## src/hdl/icache_ctrl_pkg.sv

```systemverilog
// Sizes, register map and encodings shared by the cache control unit; import by wildcard
package icache_ctrl_pkg;

   // Private L1 caches, one per core
   localparam int unsigned NB_CORES = 8;

   // Shared L2 banks
   localparam int unsigned NB_BANKS = 4;

   // Transaction id carried from request to response on the peripheral port
   localparam int unsigned ID_WIDTH = 5;

   // Word offsets decoded from address bits 5..2

   // Bank enable mask, a write enables the banks with a 1 and disables the rest
   localparam logic [3:0] REG_ENABLE    = 4'd0;

   // Any write flushes every L2 bank
   localparam logic [3:0] REG_FLUSH_L2  = 4'd1;

   // Mask of L1 caches to flush
   localparam logic [3:0] REG_FLUSH_L1  = 4'd2;

   // Address flushed in every cache level
   localparam logic [3:0] REG_SEL_FLUSH = 4'd3;

   // Mask of L1 caches put in bypass
   localparam logic [3:0] REG_BYPASS    = 4'd7;

   // Per-core L1 to L1.5 prefetch enables
   localparam logic [3:0] REG_PREFETCH  = 4'd8;

   // Bit 0 holds the special-core cache configuration
   localparam logic [3:0] REG_SPECIAL   = 4'd9;

   // Commands passed from the register stage to the sequencer
   typedef enum logic [2:0]
   {
      CMD_ENABLE    = 3'd0,
      CMD_FLUSH_L2  = 3'd1,
      CMD_FLUSH_L1  = 3'd2,
      CMD_SEL_FLUSH = 3'd3,
      CMD_BYPASS    = 3'd4
   } icache_cmd_e;

   // Sequencer FSM states
   typedef enum logic [1:0]
   {
      SEQ_IDLE = 2'd0,
      SEQ_WAIT = 2'd1
   } seq_state_e;

endpackage

```

## src/hdl/icache_ctrl_regs.sv

```systemverilog
// First stage of the cache control unit, grants port accesses, holds config and issues commands
module icache_ctrl_regs import icache_ctrl_pkg::*;
(
   input  logic                clk_i,
   input  logic                arst_n_i,

   input  logic                req_i,
   input  logic                wen_i,
   input  logic [31:0]         addr_i,
   input  logic [31:0]         wdata_i,
   input  logic [3:0]          be_i,
   input  logic [ID_WIDTH-1:0] id_i,
   output logic                gnt_o,
   output logic                r_valid_o,
   output logic                r_opc_o,
   output logic [ID_WIDTH-1:0] r_id_o,
   output logic [31:0]         r_rdata_o,

   input  logic                seq_busy_i,
   output logic                cmd_valid_o,
   output icache_cmd_e         cmd_op_o,
   output logic [31:0]         cmd_arg_o,

   output logic [NB_CORES-1:0] prefetch_en_o,
   output logic                special_cfg_o
);

   logic [3:0]          offset;
   logic                wr_en;
   logic                mapped;
   logic                is_cmd;
   icache_cmd_e         op_d;
   logic [31:0]         wr_val;
   logic [31:0]         rdata_d;

   logic [NB_BANKS-1:0] enable_q;
   logic [NB_CORES-1:0] bypass_q;
   logic [31:0]         sel_addr_q;
   logic [NB_CORES-1:0] prefetch_q;
   logic                special_q;

   logic                cmd_valid_q;
   icache_cmd_e         cmd_op_q;
   logic [31:0]         cmd_arg_q;

   logic                r_valid_q;
   logic                r_opc_q;
   logic [ID_WIDTH-1:0] r_id_q;
   logic [31:0]         r_rdata_q;

   // Bytes with a low enable keep their old value
   function automatic logic [31:0] merge_be(input logic [31:0] old_val,
                                            input logic [31:0] new_val,
                                            input logic [3:0]  be);
      logic [31:0] mask;
      for (int b = 0; b < 4; b++)
      begin
         mask[b*8 +: 8] = {8{be[b]}};
      end
      return (old_val & ~mask) | (new_val & mask);
   endfunction

   assign offset = addr_i[5:2];

   // One access at a time while a command is in flight
   assign gnt_o = req_i & ~cmd_valid_q & ~seq_busy_i;
   assign wr_en = gnt_o & ~wen_i;

   always_comb
   begin
      mapped  = 1'b1;
      is_cmd  = 1'b0;
      op_d    = CMD_ENABLE;
      wr_val  = '0;
      rdata_d = '0;
      case (offset)
         REG_ENABLE:
         begin
            is_cmd  = 1'b1;
            wr_val  = merge_be(32'(enable_q), wdata_i, be_i);
            rdata_d = 32'(enable_q);
         end
         REG_FLUSH_L2:
         begin
            is_cmd = 1'b1;
            op_d   = CMD_FLUSH_L2;
         end
         REG_FLUSH_L1:
         begin
            is_cmd = 1'b1;
            op_d   = CMD_FLUSH_L1;
            wr_val = merge_be('0, wdata_i, be_i);
         end
         REG_SEL_FLUSH:
         begin
            is_cmd  = 1'b1;
            op_d    = CMD_SEL_FLUSH;
            wr_val  = merge_be(sel_addr_q, wdata_i, be_i);
            rdata_d = sel_addr_q;
         end
         REG_BYPASS:
         begin
            is_cmd  = 1'b1;
            op_d    = CMD_BYPASS;
            wr_val  = merge_be(32'(bypass_q), wdata_i, be_i);
            rdata_d = 32'(bypass_q);
         end
         REG_PREFETCH:
         begin
            wr_val  = merge_be(32'(prefetch_q), wdata_i, be_i);
            rdata_d = 32'(prefetch_q);
         end
         REG_SPECIAL:
         begin
            wr_val  = merge_be(32'(special_q), wdata_i, be_i);
            rdata_d = 32'(special_q);
         end
         default:
         begin
            mapped = 1'b0;
         end
      endcase
      // Writes answer with zero data
      if (!wen_i)
      begin
         rdata_d = '0;
      end
   end

   always_ff @(posedge clk_i or negedge arst_n_i)
   begin
      if (!arst_n_i)
      begin
         enable_q    <= '0;
         bypass_q    <= '0;
         sel_addr_q  <= '0;
         prefetch_q  <= '0;
         special_q   <= 1'b0;
         cmd_valid_q <= 1'b0;
         r_valid_q   <= 1'b0;
      end
      else
      begin
         cmd_valid_q <= wr_en & is_cmd;
         r_valid_q   <= gnt_o;
         if (wr_en)
         begin
            case (offset)
               REG_ENABLE:    enable_q   <= wr_val[NB_BANKS-1:0];
               REG_SEL_FLUSH: sel_addr_q <= wr_val;
               REG_BYPASS:    bypass_q   <= wr_val[NB_CORES-1:0];
               REG_PREFETCH:  prefetch_q <= wr_val[NB_CORES-1:0];
               REG_SPECIAL:   special_q  <= wr_val[0];
               default:       ;
            endcase
         end
      end
   end

   // Response and command payload, qualified by their valid flags
   always_ff @(posedge clk_i)
   begin
      if (gnt_o)
      begin
         r_id_q    <= id_i;
         r_opc_q   <= ~mapped;
         r_rdata_q <= rdata_d;
      end
      if (wr_en && is_cmd)
      begin
         cmd_op_q  <= op_d;
         cmd_arg_q <= wr_val;
      end
   end

   assign r_valid_o     = r_valid_q;
   assign r_opc_o       = r_opc_q;
   assign r_id_o        = r_id_q;
   assign r_rdata_o     = r_rdata_q;
   assign cmd_valid_o   = cmd_valid_q;
   assign cmd_op_o      = cmd_op_q;
   assign cmd_arg_o     = cmd_arg_q;
   assign prefetch_en_o = prefetch_q;
   assign special_cfg_o = special_q;

endmodule

```

## src/hdl/icache_ctrl_seq.sv

```systemverilog
// Second stage of the cache control unit, raises cache request lines and retires on their acks
module icache_ctrl_seq import icache_ctrl_pkg::*;
(
   input  logic                clk_i,
   input  logic                arst_n_i,

   input  logic                cmd_valid_i,
   input  icache_cmd_e         cmd_op_i,
   input  logic [31:0]         cmd_arg_i,
   output logic                busy_o,

   output logic [NB_CORES-1:0] l1_bypass_req_o,
   output logic [NB_CORES-1:0] l1_flush_req_o,
   output logic [NB_CORES-1:0] l1_sel_flush_req_o,
   input  logic [NB_CORES-1:0] l1_bypass_ack_i,
   input  logic [NB_CORES-1:0] l1_flush_ack_i,
   input  logic [NB_CORES-1:0] l1_sel_flush_ack_i,

   output logic [NB_BANKS-1:0] l2_enable_req_o,
   output logic [NB_BANKS-1:0] l2_disable_req_o,
   output logic [NB_BANKS-1:0] l2_flush_req_o,
   output logic [NB_BANKS-1:0] l2_sel_flush_req_o,
   input  logic [NB_BANKS-1:0] l2_enable_ack_i,
   input  logic [NB_BANKS-1:0] l2_disable_ack_i,
   input  logic [NB_BANKS-1:0] l2_flush_ack_i,
   input  logic [NB_BANKS-1:0] l2_sel_flush_ack_i,

   output logic [31:0]         sel_flush_addr_o
);

   seq_state_e          state_q;

   // Pending bits double as the request lines
   logic [NB_CORES-1:0] l1_bypass_q;
   logic [NB_CORES-1:0] l1_flush_q;
   logic [NB_CORES-1:0] l1_sel_q;
   logic [NB_BANKS-1:0] l2_enable_q;
   logic [NB_BANKS-1:0] l2_disable_q;
   logic [NB_BANKS-1:0] l2_flush_q;
   logic [NB_BANKS-1:0] l2_sel_q;
   logic [31:0]         sel_flush_addr_q;

   logic [NB_CORES-1:0] l1_bypass_left;
   logic [NB_CORES-1:0] l1_flush_left;
   logic [NB_CORES-1:0] l1_sel_left;
   logic [NB_BANKS-1:0] l2_enable_left;
   logic [NB_BANKS-1:0] l2_disable_left;
   logic [NB_BANKS-1:0] l2_flush_left;
   logic [NB_BANKS-1:0] l2_sel_left;
   logic                all_done;

   // What is still pending once this cycle's acks are taken
   always_comb
   begin
      l1_bypass_left  = l1_bypass_q & ~l1_bypass_ack_i;
      l1_flush_left   = l1_flush_q & ~l1_flush_ack_i;
      l1_sel_left     = l1_sel_q & ~l1_sel_flush_ack_i;
      l2_enable_left  = l2_enable_q & ~l2_enable_ack_i;
      l2_disable_left = l2_disable_q & ~l2_disable_ack_i;
      l2_flush_left   = l2_flush_q & ~l2_flush_ack_i;
      l2_sel_left     = l2_sel_q & ~l2_sel_flush_ack_i;
      all_done        = ~|{l1_bypass_left, l1_flush_left, l1_sel_left,
                           l2_enable_left, l2_disable_left, l2_flush_left, l2_sel_left};
   end

   always_ff @(posedge clk_i or negedge arst_n_i)
   begin
      if (!arst_n_i)
      begin
         state_q      <= SEQ_IDLE;
         l1_bypass_q  <= '0;
         l1_flush_q   <= '0;
         l1_sel_q     <= '0;
         l2_enable_q  <= '0;
         l2_disable_q <= '0;
         l2_flush_q   <= '0;
         l2_sel_q     <= '0;
      end
      else
      begin
         case (state_q)
            SEQ_IDLE:
            begin
               // An empty mask still passes through SEQ_WAIT for one cycle
               if (cmd_valid_i)
               begin
                  state_q <= SEQ_WAIT;
                  case (cmd_op_i)
                     CMD_ENABLE:
                     begin
                        l2_enable_q  <= cmd_arg_i[NB_BANKS-1:0];
                        l2_disable_q <= ~cmd_arg_i[NB_BANKS-1:0];
                     end
                     CMD_FLUSH_L2:
                     begin
                        l2_flush_q <= '1;
                     end
                     CMD_FLUSH_L1:
                     begin
                        l1_flush_q <= cmd_arg_i[NB_CORES-1:0];
                     end
                     CMD_SEL_FLUSH:
                     begin
                        l1_sel_q <= '1;
                        l2_sel_q <= '1;
                     end
                     CMD_BYPASS:
                     begin
                        l1_bypass_q <= cmd_arg_i[NB_CORES-1:0];
                     end
                     default:
                     begin
                        l1_bypass_q <= '0;
                     end
                  endcase
               end
            end
            SEQ_WAIT:
            begin
               l1_bypass_q  <= l1_bypass_left;
               l1_flush_q   <= l1_flush_left;
               l1_sel_q     <= l1_sel_left;
               l2_enable_q  <= l2_enable_left;
               l2_disable_q <= l2_disable_left;
               l2_flush_q   <= l2_flush_left;
               l2_sel_q     <= l2_sel_left;
               if (all_done)
               begin
                  state_q <= SEQ_IDLE;
               end
            end
            default:
            begin
               state_q <= SEQ_IDLE;
            end
         endcase
      end
   end

   // Held from the load until the next selective flush
   always_ff @(posedge clk_i)
   begin
      if (state_q == SEQ_IDLE && cmd_valid_i && cmd_op_i == CMD_SEL_FLUSH)
      begin
         sel_flush_addr_q <= cmd_arg_i;
      end
   end

   assign busy_o             = (state_q == SEQ_WAIT);
   assign l1_bypass_req_o    = l1_bypass_q;
   assign l1_flush_req_o     = l1_flush_q;
   assign l1_sel_flush_req_o = l1_sel_q;
   assign l2_enable_req_o    = l2_enable_q;
   assign l2_disable_req_o   = l2_disable_q;
   assign l2_flush_req_o     = l2_flush_q;
   assign l2_sel_flush_req_o = l2_sel_q;
   assign sel_flush_addr_o   = sel_flush_addr_q;

endmodule

```

## src/hdl/icache_ctrl_top.sv

```systemverilog
// Top level of the instruction cache control unit, peripheral port in and cache lines out
module icache_ctrl_top import icache_ctrl_pkg::*;
(
   input  logic                clk_i,
   input  logic                arst_n_i,

   input  logic                req_i,
   input  logic                wen_i,
   input  logic [31:0]         addr_i,
   input  logic [31:0]         wdata_i,
   input  logic [3:0]          be_i,
   input  logic [ID_WIDTH-1:0] id_i,
   output logic                gnt_o,
   output logic                r_valid_o,
   output logic                r_opc_o,
   output logic [ID_WIDTH-1:0] r_id_o,
   output logic [31:0]         r_rdata_o,

   output logic [NB_CORES-1:0] l1_bypass_req_o,
   output logic [NB_CORES-1:0] l1_flush_req_o,
   output logic [NB_CORES-1:0] l1_sel_flush_req_o,
   input  logic [NB_CORES-1:0] l1_bypass_ack_i,
   input  logic [NB_CORES-1:0] l1_flush_ack_i,
   input  logic [NB_CORES-1:0] l1_sel_flush_ack_i,

   output logic [NB_BANKS-1:0] l2_enable_req_o,
   output logic [NB_BANKS-1:0] l2_disable_req_o,
   output logic [NB_BANKS-1:0] l2_flush_req_o,
   output logic [NB_BANKS-1:0] l2_sel_flush_req_o,
   input  logic [NB_BANKS-1:0] l2_enable_ack_i,
   input  logic [NB_BANKS-1:0] l2_disable_ack_i,
   input  logic [NB_BANKS-1:0] l2_flush_ack_i,
   input  logic [NB_BANKS-1:0] l2_sel_flush_ack_i,
   output logic [31:0]         sel_flush_addr_o,

   output logic [NB_CORES-1:0] prefetch_en_o,
   output logic                special_cfg_o
);

   logic        cmd_valid;
   icache_cmd_e cmd_op;
   logic [31:0] cmd_arg;
   logic        seq_busy;

   icache_ctrl_regs u_regs
   (
      .clk_i         ( clk_i         ),
      .arst_n_i      ( arst_n_i      ),
      .req_i         ( req_i         ),
      .wen_i         ( wen_i         ),
      .addr_i        ( addr_i        ),
      .wdata_i       ( wdata_i       ),
      .be_i          ( be_i          ),
      .id_i          ( id_i          ),
      .gnt_o         ( gnt_o         ),
      .r_valid_o     ( r_valid_o     ),
      .r_opc_o       ( r_opc_o       ),
      .r_id_o        ( r_id_o        ),
      .r_rdata_o     ( r_rdata_o     ),
      .seq_busy_i    ( seq_busy      ),
      .cmd_valid_o   ( cmd_valid     ),
      .cmd_op_o      ( cmd_op        ),
      .cmd_arg_o     ( cmd_arg       ),
      .prefetch_en_o ( prefetch_en_o ),
      .special_cfg_o ( special_cfg_o )
   );

   icache_ctrl_seq u_seq
   (
      .clk_i              ( clk_i              ),
      .arst_n_i           ( arst_n_i           ),
      .cmd_valid_i        ( cmd_valid          ),
      .cmd_op_i           ( cmd_op             ),
      .cmd_arg_i          ( cmd_arg            ),
      .busy_o             ( seq_busy           ),
      .l1_bypass_req_o    ( l1_bypass_req_o    ),
      .l1_flush_req_o     ( l1_flush_req_o     ),
      .l1_sel_flush_req_o ( l1_sel_flush_req_o ),
      .l1_bypass_ack_i    ( l1_bypass_ack_i    ),
      .l1_flush_ack_i     ( l1_flush_ack_i     ),
      .l1_sel_flush_ack_i ( l1_sel_flush_ack_i ),
      .l2_enable_req_o    ( l2_enable_req_o    ),
      .l2_disable_req_o   ( l2_disable_req_o   ),
      .l2_flush_req_o     ( l2_flush_req_o     ),
      .l2_sel_flush_req_o ( l2_sel_flush_req_o ),
      .l2_enable_ack_i    ( l2_enable_ack_i    ),
      .l2_disable_ack_i   ( l2_disable_ack_i   ),
      .l2_flush_ack_i     ( l2_flush_ack_i     ),
      .l2_sel_flush_ack_i ( l2_sel_flush_ack_i ),
      .sel_flush_addr_o   ( sel_flush_addr_o   )
   );

endmodule

```

## config.mk

```make
export PLATFORM = sky130hd
export DESIGN_NAME = icache_ctrl_top
export DESIGN_NICKNAME = d
export VERILOG_FILES = /design/src/hdl/icache_ctrl_pkg.sv /design/src/hdl/icache_ctrl_regs.sv /design/src/hdl/icache_ctrl_seq.sv /design/src/hdl/icache_ctrl_top.sv
export SDC_FILE = /design/constraint.sdc
export NUM_CORES = 1
export LEC_CHECK = 0
export ABC_AREA = 1
export BUFFER_PORTS_ARGS = -buffer_cell sky130_fd_sc_hd__buf_2
export CAP_MARGIN = 10
export CORE_MARGIN = 10
export CORE_UTILIZATION = 25
export DETAILED_ROUTE_END_ITERATION = 8
export PLACE_DENSITY_LB_ADDON = 0.12
export SLEW_MARGIN = 15
export SYNTH_ARGS = -nofsm -noshare
export SYNTH_HDL_FRONTEND = slang
export SYNTH_HIERARCHICAL = 1
export SYNTH_SLANG_ARGS = --single-unit
```

## constraint.sdc

```tcl
create_clock -name clk_i -period 5.75 [get_ports clk_i]
set_input_delay 0.575 -clock clk_i [delete_from_list [all_inputs] [get_ports clk_i]]
set_output_delay 0.575 -clock clk_i [all_outputs]
set_load 0.01 [all_outputs]
```

==> results.txt, run 1 <==
outcome - finished clean
Synth area leader - edfxtp_1
max-cap check violation count - 0
Syn Area/Cell - 9.62 um^2
hold_buf cts - 0
antenna diode count - 0
sequential area share after synthesis - 62.6%
residual DRC count - 0
critical path's slowest cell - inv_1
core area - 0.0348 mm^2
RSZ-0062 raised after global routing - false
max-slew violations - 0
WP data required - 5.96 ns
Die Ht - 208 um
Cell Int Power - 0.00283 W
clk_skew - 0.00566 ns
row count - 68
H-tree depth - 1
Peak VDD IR - 0.175 mV
crit-path max FO - 32
Final Hold Viols - 0
CP bufs+invs - 3
largest net degree at the start of global routing - 58
die area - 0.0434 mm^2
Post-Route WL - 30400 um
startpoint class of the critical path - input pin
Mapped Nets - 1040
Synth top area share - 35.5%
Leak - 5.39 nW
Yosys Warn Count - 6
pwr/cell area - 369 mW/mm^2
CTS Buf Count - 24
TritonCTS clock tree - done
Ports - 238
setup TNS - 0 ns
clock share of power - 35.9%
Layout Nets - 1251
Initial Utilization - 25.5%
most common cell in the netlist - nand2_1
Most used DFF post-synth - edfxtp_1
vias - 7216
Cells after Synth - 923
Post-DP HPWL - 20800 um
vias in the first global route - 7425
Worst Setup End Kind - flop
Post-synth EDFFs - 105
first-pass GRT wire length - 46100 um
Crit Path Class - in2reg
biggest cell delay along the critical path - 1.17 ns
Clock transition at path regs - 0.06 ns
share of post-route cells with drive strength above 1 - 24.7%
DRT iter0 DRCs - 348
Top delay family on crit path - buffers and inverters
P&R area growth vs syn - 25.2%
first-pass iteration count of the detailed router - 4
Clock Sinks - 201
Comb power frac - 19.2%
clk buf depth - 3
GRT Resource Usage Total - 13.4%
GP Congestion - 0.800
drt via density - 4.49
initial antenna violation count - 1
Slew @ Worst Pin - 1.09 ns
Setup violations, final - 0
Synth cell types - 37
Worst-Skew Late Latency - 0.51 ns
Area contributors post-synth - edfxtp_1 36%, dfrtp_1 27%, nand2_1 11%
asr flop ratio synth - 47.8%
sequential power share - 44.9%
Commonest cells post-synth - 260 x nand2_1, 112 x inv_1, 105 x edfxtp_1, 102 x nand3_1, 96 x dfrtp_1
Max Fclk - 335 MHz
chip width - 208 um
clock root buffer - clkbuf_16
Setup Buffers After CTS - 0
hold crit path type - in2async
worst-path cell chain - buf_2, nand2_2, inv_2, nand2_4, nand3_2, inv_1, a21oi_1
post-CTS resize count - 0
crit share post-route - 51.8%
Fin Hold WS - 0.143 ns
Final Critical Period - 2.98 ns
WL/cell - 18.9 um
Slew HR - 27.0%
port bufs - 209
Cell Area, Synth - 0.00887 mm^2
Net Sw Frac - 30.9%
Detail Route Antenna Nets - 0
Yosys reg bits - 201
gr ovfl total - 0
Data arrival, critical path - 3.20 ns
sw power - 0.00126 W
==> metal layers <==
layer	vias to the layer above	global-route usage (%)	wire [um]
met4	2	2.74	413
met1	3515	18.2	14400
met5	-	0	7
met2	177	21.6	13900
met3	33	2.74	1630
li1	3489	-	-
==> cell type report <==
| cell class | count | area (um^2) |
|---|---|---|
| Clock buffer | 34 | 679 |
| Clock inverter | 10 | 73.8 |
| Fill cell | 3679 | 23700 |
| Inverter | 122 | 465 |
| Multi-Input combinational cell | 568 | 2660 |
| Sequential cell | 201 | 5560 |
| Tap cell | 455 | 569 |
| Timing Repair Buffer | 217 | 1110 |
==> worst reg2reg max path: cells and delay by family, from the launching register on <==
family        cells  cell delay, ns
flops             1            0.48
buf+inv           1            0.45
simple gates      5            1.58
==> power groups by stage <==
stage | registers [W] | clock network, W | logic, W
floorplan | 0.00190 | 0 | 0.000448
global placement | 0.00186 | 0 | 0.000803
detailed placement | 0.00187 | 0 | 0.000804
CTS | 0.00184 | 0.00153 | 0.000808
global route | 0.00186 | 0.00159 | 0.000889
finish | 0.00184 | 0.00147 | 0.000786
==> through the flow <==
step           power [W]  instance area [um^2]  setup slack, ns  cells  util (%)
3_5_place_dp     0.00267                 10400             2.13   1563      29.8
6_report         0.00410                 11100             2.77   1607      31.9
3_3_place_gp     0.00267                 10400             2.17   1563      29.8
5_1_grt          0.00435                 11100             2.56   1607      31.9
4_1_cts          0.00418                 11100             2.69   1607      31.9
2_1_floorplan    0.00235                  8870            0.514    923         -
==> logic make-up (layout without fill, tap and decap cells) <==
family          after synthesis  after routing  share of synthesized area, %
simple gates                458            458                          22.5
compound gates              110            110                          7.23
buf+inv                     154            383                          7.70
flops                       201            201                          62.6
==> path summary, 6_finish.rpt <==
| check | from | to | slack, ns | depth (start not counted) |
|---|---|---|---|---|
| min in group clk_i | id_i[1] | u_regs/r_id_o[1] | 0.24 | 1 |
| max in group asynchronous | arst_n_i | u_seq/l1_bypass_req_o[2] | 4.43 | 2 |
| worst min register to register | u_regs/cmd_arg_o[15] | u_seq/sel_flush_addr_o[15] | 0.42 | 0 |
| worst max register to register | u_regs/cmd_valid_o | u_regs/sel_addr_q[1] | 3.14 | 6 |
| worst min-delay path | arst_n_i | u_seq/l2_sel_flush_req_o[1] | 0.14 | 1 |
| worst max-delay path | addr_i[2] | u_regs/cmd_arg_o[21] | 2.77 | 7 |
==> cell usage in the layout, fill, tap and decap left out, types with 2 or more instances in the layout <==
master     instances
nand2_1          260
buf_2            208
inv_1            112
edfxtp_1         105
nand3_1          102
dfrtp_1           96
nor2_1            43
a21oi_1           35
clkbuf_16         25
nor3_1            24
o21ai_1           22
o21ai_0           22
buf_4              9
inv_2              9
or2_2              8
o221ai_1           8
clkbuf_1           7
a22oi_1            7
nand4_1            6
clkinv_2           5
o311ai_1           5
clkinv_1           3
nand2_2            3
nor2_4             3
o22ai_1            3
o311ai_0           3
clkbuf_8           2
nand3_2            2
a31oi_1            2
==> sequential cells by signal (all words and copies together) (netlist names) <==
signal	flops
u_regs/cmd_arg_o	32
u_regs/r_rdata_o	32
u_regs/sel_addr_q	32
u_seq/sel_flush_addr_o	32
u_regs/bypass_q	8
u_regs/prefetch_en_o	8
u_seq/l1_bypass_req_o	8
u_seq/l1_flush_req_o	8
u_seq/l1_sel_flush_req_o	8
u_regs/r_id_o	5
u_regs/enable_q	4
u_seq/l2_disable_req_o	4
u_seq/l2_enable_req_o	4
u_seq/l2_flush_req_o	4
u_seq/l2_sel_flush_req_o	4
u_regs/cmd_op_o	3
u_regs/cmd_valid_o	1
u_regs/r_opc_o	1
u_regs/r_valid_o	1
u_regs/special_cfg_o	1
u_seq/state_q	1
No activity file was read; power rests on OpenSTA's default activity.
==> run 2, diff against run 1 <==
Settings changed: ABC_AREA 1 to 0.
Clock period 5.75 ns to 2.42 ns, I/O delays scaled along.
==> run 2 against run 1 <==
  * Register-to-register slack got worse by 2.8 ns
  * Synthesized cell count is 24% lower
  * Critical endpoint is now u_regs/sel_addr_q[18]
  * Count of clock-buffer cells in the layout rose by 3
==> results.txt, run 2 <==
outcome - finished clean
placed insts - 1350 (-14%)
sequential area share after synthesis - 64.7% (+2.1 points)
WL/cell - 19.6 um (+3.7%)
initial antenna violation count - 1 (unchanged)
antenna diode count - 0 (unchanged)
Clock Sinks - 201 (unchanged)
Area contributors post-synth - edfxtp_1 37%, dfrtp_1 28%, nand2_1 3.5%
first-pass GRT wire length - 42400 um (-8.1%)
clock root buffer - clkbuf_16
CTS Buf Count - 25 (+4.2%)
Yosys reg bits - 201 (unchanged)
hold crit path type - in2reg
Initial Utilization - 25.5% (about the same)
die area - 0.0422 mm^2 (-2.9%)
P&R area growth vs syn - 33.3%
most common cell in the netlist - edfxtp_1
Peak VDD IR - 0.436 mV (+150%)
pre-CTS WS - 0.319 ns (-1.81 ns)
Cell Area, Synth - 0.00859 mm^2 (-3.2%)
post-CTS resize count - 0 (unchanged)
Worst-Skew Late Latency - 0.51 ns (about the same)
Clock transition at path regs - 0.06 ns (about the same)
critical path's slowest cell - or4b_4
first-pass iteration count of the detailed router - 5 (+1)
chip width - 205 um (-1.5%)
Crit Path Class - reg2reg
clk_skew - 0.00778 ns (+0.00212 ns)
Worst Setup End Kind - flop
Fillers - 3425 (-6.9%)
Synth top area share - 36.7% (+1.2 points)
hold_buf cts - 39 (+39)
asr flop ratio synth - 47.8% (unchanged)
most frequent cells in the layout - 208 x buf_2, 105 x edfxtp_1, 96 x dfrtp_1
crit share post-route - 84.0%
drt via density - 4.54 (+1.0%)
vias in the first global route - 6755 (-9.0%)
most common library cell in the layout ignoring fill and taps - buf_2
Post-synth EDFFs - 105 (unchanged)
startpoint class of the critical path - flop
Synth cell types - 63 (+70%)
port bufs - 209 (unchanged)
Slew @ Worst Pin - 0.567 ns (-0.527 ns)
gr ovfl total - 0 (unchanged)
WP data required - 2.81 ns (-3.15 ns)
worst-path cell chain - or4b_4, nor3_4, nand2_1, mux2_2
Final Critical Period - 2.03 ns
TritonCTS clock tree - done
Syn Area/Cell - 12.2 um^2 (+27%)
core area - 0.0337 mm^2 (-3.2%)
pwr/cell area - 839 mW/mm^2 (+130%)
setup TNS - 0 ns (unchanged)
row count - 67 (-1.5%)
Layout Nets - 1085 (-13%)
biggest cell delay along the critical path - 0.59 ns (-0.58 ns)
Ports - 238 (unchanged)
max-cap check violation count - 0 (unchanged)
H-tree depth - 1 (unchanged)
GRT Resource Usage Total - 12.9% (-0.51 points)
DRT iter0 DRCs - 259 (-26%)
Final Util - 34.0% (+2.0 points)
share of post-route cells with drive strength above 1 - 31.5% (+6.8 points)
Post-DP HPWL - 19600 um (-5.5%)
crit-path max FO - 5 (-84%)
max-slew violations - 0 (unchanged)
Synth area leader - edfxtp_1
Data arrival, critical path - 2.43 ns (-0.77 ns)
Detail Route Antenna Nets - 0 (unchanged)
Cells after Synth - 703 (-24%)
Final WS setup - 0.388 ns (-2.38 ns)
Commonest cells post-synth - 105 x edfxtp_1, 96 x dfrtp_1, 79 x nand2_1, 54 x o21ai_0, 40 x nor2_1
Max Fclk - 492 MHz
Slew HR - 62.2% (+35 points)
residual DRC count - 0 (unchanged)
RSZ-0062 raised after global routing - false
Mapped Nets - 820 (-21%)
Final Hold Viols - 0 (unchanged)
Yosys Warn Count - 6 (unchanged)
Leak - 4.87 nW (-9.7%)
Setup violations, final - 0 (unchanged)
Post-Route WL - 28000 um (-7.7%)
Most used DFF post-synth - edfxtp_1
Setup Buffers After CTS - 0 (unchanged)
clk buf depth - 3 (unchanged)
vias - 6491 (-10%)
GP Congestion - 0.750 (-6.3%)
largest net degree at the start of global routing - 49 (-16%)
Die Ht - 205 um (-1.5%)
final non-filler cell total - 1431 (-11%)
==> run 2: changes by cell type in the layout (fill, tap and decap cells not counted), moves of 15 or more <==
cell,delta
o21ai_0,+32
mux2_2,+17
nand2_1,-182
nor3_1,-23
nand2b_1,+33
inv_1,-94
o21ai_1,-18
dlygate4sd3_1,+39
and3_1,+24
buf_4,+15
nor2b_1,+18
nand3_1,-99
==> run 2: final timing paths <==
kind | start | to | slack (ns) | cells past startpoint
worst max-delay path | u_regs/cmd_valid_o | u_regs/sel_addr_q[18] | 0.39 | 4
worst min-delay path | l1_sel_flush_ack_i[3] | u_seq/l1_sel_flush_req_o[3] | 0.04 | 3
worst max register to register | u_regs/cmd_valid_o | u_regs/sel_addr_q[18] | 0.39 | 4
worst min register to register | u_regs/cmd_arg_o[20] | u_seq/sel_flush_addr_o[20] | 0.41 | 0
max in group asynchronous | arst_n_i | u_regs/bypass_q[1] | 1.40 | 3
min in group asynchronous | arst_n_i | u_regs/sel_addr_q[29] | 0.26 | 2
==> run 2: final cells by class <==
cell class	instances	area [um^2]	share of cell area, %
well taps	448	561	4.90
multi-input cells	444	2790	24.4
repair buffers	277	1730	15.1
flip-flops and latches	201	5560	48.5
inverters	19	71.3	0.623
clock inverters	5	26.3	0.229
clock buffers	37	711	6.21
==> run 2: cells by family (layout without fill, tap and decap cells) <==
family,after synthesis,after routing,share of synthesized area (%)
buf+inv,58,338,3.09
simple gates,254,254,16.9
flops,201,201,64.7
compound gates,163,163,11.9
mux,27,27,3.39
==> run 2: routing by layer <==
| metal | track usage, % | wire, um | up-vias |
|---|---|---|---|
| li1 | - | - | 3108 |
| met1 | 17.6 | 13100 | 3172 |
| met2 | 20.3 | 12800 | 178 |
| met3 | 2.89 | 1770 | 33 |
| met4 | 3.05 | 460 | 0 |
| met5 | 0 | 0 | - |
==> run 2: worst max-delay path: cells and delay by family, from the launching register on <==
kind	cells	cell delay, ns
flip-flops	1	0.37
AND/OR/NAND/NOR	3	1.21
multiplexers	1	0.33
==> run 2: where the power goes <==
part	switching [W]	leakage [nW]	total, W	internal [W]
Clock	0.00139	0.360	0.00340	0.00201
Sequential	0.000271	2.27	0.00437	0.00410
Combinational	0.00113	2.25	0.00184	0.000712
==> run 2: through the flow <==
step	area (um^2)	total power (W)	hold WS, ns
global route	11400	0.0102	0.0276
floorplan	8610	0.00537	-0.0536
CTS	11400	0.00981	0.00464
global placement	10300	0.00625	0.273
detailed placement	10300	0.00626	0.275
finish	11400	0.00961	0.0359
==> run 3, diff against run 2 <==
Clock period 2.42 ns to 1.96 ns, I/O delays scaled along.
==> run 3 against run 2 <==
  * Count of clock-buffer cells in the layout up 2
  * Hold slack about the same
  * Register-to-register slack worse by 0.27 ns
  * Worst setup slack lost 0.27 ns
  * Clock skew up 0.011 ns
  * First-iteration DRC count grew 44%
  * Sequential share of layout area decreased by 1.4 points
  * Critical path depth grew 1
  * Sequential cell count did not move
  * Via count increased by 0.55%
  * Critical path type unchanged
  * Largest power group unchanged
==> results.txt, run 3 (same netlist as run 2, synthesis figures left out) <==
clk_skew - 0.0184 ns (+0.0106 ns)
critical path's slowest cell - or4b_4
Worst Setup End Kind - flop
Comb power frac - 19.4% (+0.3 points)
max-cap check violation count - 0 (unchanged)
placed insts - 1365 (+1.1%)
wire length on met3 - 1880 um (+6.3%)
share of post-route cells with drive strength above 1 - 32.7% (+1.2 points)
H-tree depth - 1 (unchanged)
Initial Utilization - 25.5% (unchanged)
residual DRC count - 0 (unchanged)
R2R Setup Slk - 0.12 ns (-0.27 ns)
Slew HR - 68.8% (+6.6 points)
Leak - 5.04 nW (+3.5%)
Final Critical Period - 1.84 ns (-0.192 ns)
sequential power share - 44.6% (-0.9 points)
most frequent cells in the layout - 208 x buf_2, 105 x edfxtp_1, 94 x dfrtp_1
Setup violations, final - 0 (unchanged)
GP Congestion - 0.759 (+1.3%)
RSZ-0062 raised after global routing - false
first-pass GRT wire length - 43400 um (+2.5%)
hold crit path type - in2reg
chip width - 205 um (unchanged)
CP bufs+invs - 1 (+1)
P&R area growth vs syn - 37.2%
initial antenna violation count - 1 (unchanged)
DRT iter0 DRCs - 374 (+44%)
Data arrival, critical path - 2.24 ns (-0.19 ns)
startpoint class of the critical path - flop
Worst-Skew Late Latency - 0.53 ns (+0.02 ns)
biggest cell delay along the critical path - 0.56 ns (-0.03 ns)
vias in the first global route - 6863 (+1.6%)
Final WS setup - 0.120 ns (-0.268 ns)
Hold Path Depth - 3 (unchanged)
largest net degree at the start of global routing - 50 (+2.0%)
max-slew violations - 0 (unchanged)
clock root buffer - clkbuf_16
DR WL met2 - 13100 um (+2.7%)
CTS Buf Count - 24 (-4.0%)
crit share post-route - 93.9% (+9.9 points)
Hold Path Sink - u_seq/l1_bypass_req_o[3]
die area - 0.0422 mm^2 (unchanged)
Clock Sinks - 201 (unchanged)
first-pass iteration count of the detailed router - 4 (-1)
Slew @ Worst Pin - 0.463 ns (-0.104 ns)
Clock transition at path regs - 0.06 ns (about the same)
DRT met1 WL - 13000 um (-0.68%)
crit path from - u_seq/state_q[0]
crit-path max FO - 4 (-1)
pre-CTS WS - -0.0699 ns (-0.389 ns)
core area - 0.0337 mm^2 (unchanged)
top layer in use - met4
r2r worst-path depth - 5 (+1)
R2R Path End - u_regs/sel_addr_q[26]
Ports - 238 (unchanged)
sw power - 0.00348 W (+25%)
Layout Nets - 1113 (+2.6%)
worst-path cell chain - or4b_4, nor3_4, buf_12, nand2_1, mux2_2
Tot Pwr - 0.0121 W (+26%)
gr ovfl total - 0 (unchanged)
Net Sw Frac - 28.8% (-0.23 points)
TritonCTS clock tree - done
Detail Route Antenna Nets - 0 (unchanged)
port bufs - 209 (unchanged)
Max Fclk - 543 MHz (+10%)
RR Startpoint - u_seq/state_q[0]
drt via density - 4.46 (-1.6%)
pwr/cell area - 1020 mW/mm^2 (+22%)
Fillers - 3440 (+0.44%)
most common library cell in the layout ignoring fill and taps - buf_2
Post-DP HPWL - 19900 um (+1.3%)
row count - 67 (unchanged)
Crit Path Class - reg2reg
final non-filler cell total - 1463 (+2.2%)
vias - 6527 (+0.55%)
Hold Path Origin - l1_bypass_ack_i[3]
Post-Route WL - 28500 um (+1.5%)
Final Hold Viols - 0 (unchanged)
Die Ht - 205 um (unchanged)
Top delay family on crit path - simple AND/OR/NAND/NOR gates
Peak VDD IR - 0.778 mV (+78%)
WL/cell - 19.5 um (-0.69%)
clock share of power - 36.0% (+0.6 points)
clk buf depth - 3 (unchanged)
Cell Int Power - 0.00860 W (+26%)
GRT Resource Usage Total - 13.2% (+0.32 points)
outcome - finished clean
WP data required - 2.36 ns (-0.45 ns)
-- run 3: final cells by class --
cell class                      instances  area (um^2)  area share [%]
Antenna cell                            1         2.50          0.0212
Clock buffer                           39          708            6.01
Clock inverter                          5         50.0           0.425
Inverter                               19         71.3           0.605
Multi-Input combinational cell        444         2800            23.8
Sequential cell                       201         5560            47.1
Tap cell                              448          561            4.75
Timing Repair Buffer                  306         2040            17.3
-- run 3: power by group through the flow --
stage / combinational, W / sequential, W / clock (W)
floorplan: 0.00103 / 0.00561 / 0
global placement: 0.00231 / 0.00547 / 0
detailed placement: 0.00231 / 0.00547 / 0
CTS: 0.00244 / 0.00540 / 0.00454
global route: 0.00264 / 0.00547 / 0.00469
finish: 0.00234 / 0.00539 / 0.00434
-- run 3: worst min-delay path, stage by stage --
cell	delay (ns)
buf_2	0.08
o21ai_0	0.06
a22o_1	0.17
-- run 3: routing by layer --
| metal | global-route usage (%) | vias up |
|---|---|---|
| met5 | 0 | - |
| met4 | 3.41 | 0 |
| met3 | 3.24 | 35 |
| met2 | 21.0 | 166 |
| met1 | 17.6 | 3153 |
| li1 | - | 3173 |
-- run 3: worst max-delay path by stage --
stage,to,slack [ns],cells after the start
5_1_grt,u_regs/prefetch_en_o[6],0.04,6
3_3_place_gp,u_regs/sel_addr_q[19],-0.04,4
2_1_floorplan,u_regs/r_id_o[0],-0.06,1
4_1_cts,u_regs/sel_addr_q[14],0.008,5
3_5_place_dp,u_regs/sel_addr_q[23],-0.07,4
6_report,u_regs/sel_addr_q[26],0.12,5
-- run 3: per-stage QoR --
step / area, um^2 / util, % / hold WS (ns) / setup TNS, ns
3_5_place_dp: 10500 / 31.1 / 0.122 / -0.553
2_1_floorplan: 8610 / - / -0.0996 / -3.11
5_1_grt: 11800 / 35.0 / 0.0245 / 0
6_report: 11800 / 35.0 / 0.0355 / 0
3_3_place_gp: 10500 / 31.1 / 0.124 / -0.373
4_1_cts: 11800 / 35.0 / 0.00718 / 0
-- run 3: timing repair --
item | 4_1_cts | 5_1_grt
hold buffers | 51 | 0
gates resized for setup | 4 | 2
hold endpoints to repair | 118 | 0
pin swaps | 2 | 2
setup buffers | 3 | 0
cloned | 0 | 0
endpoints found under the setup margin | 15 | 15
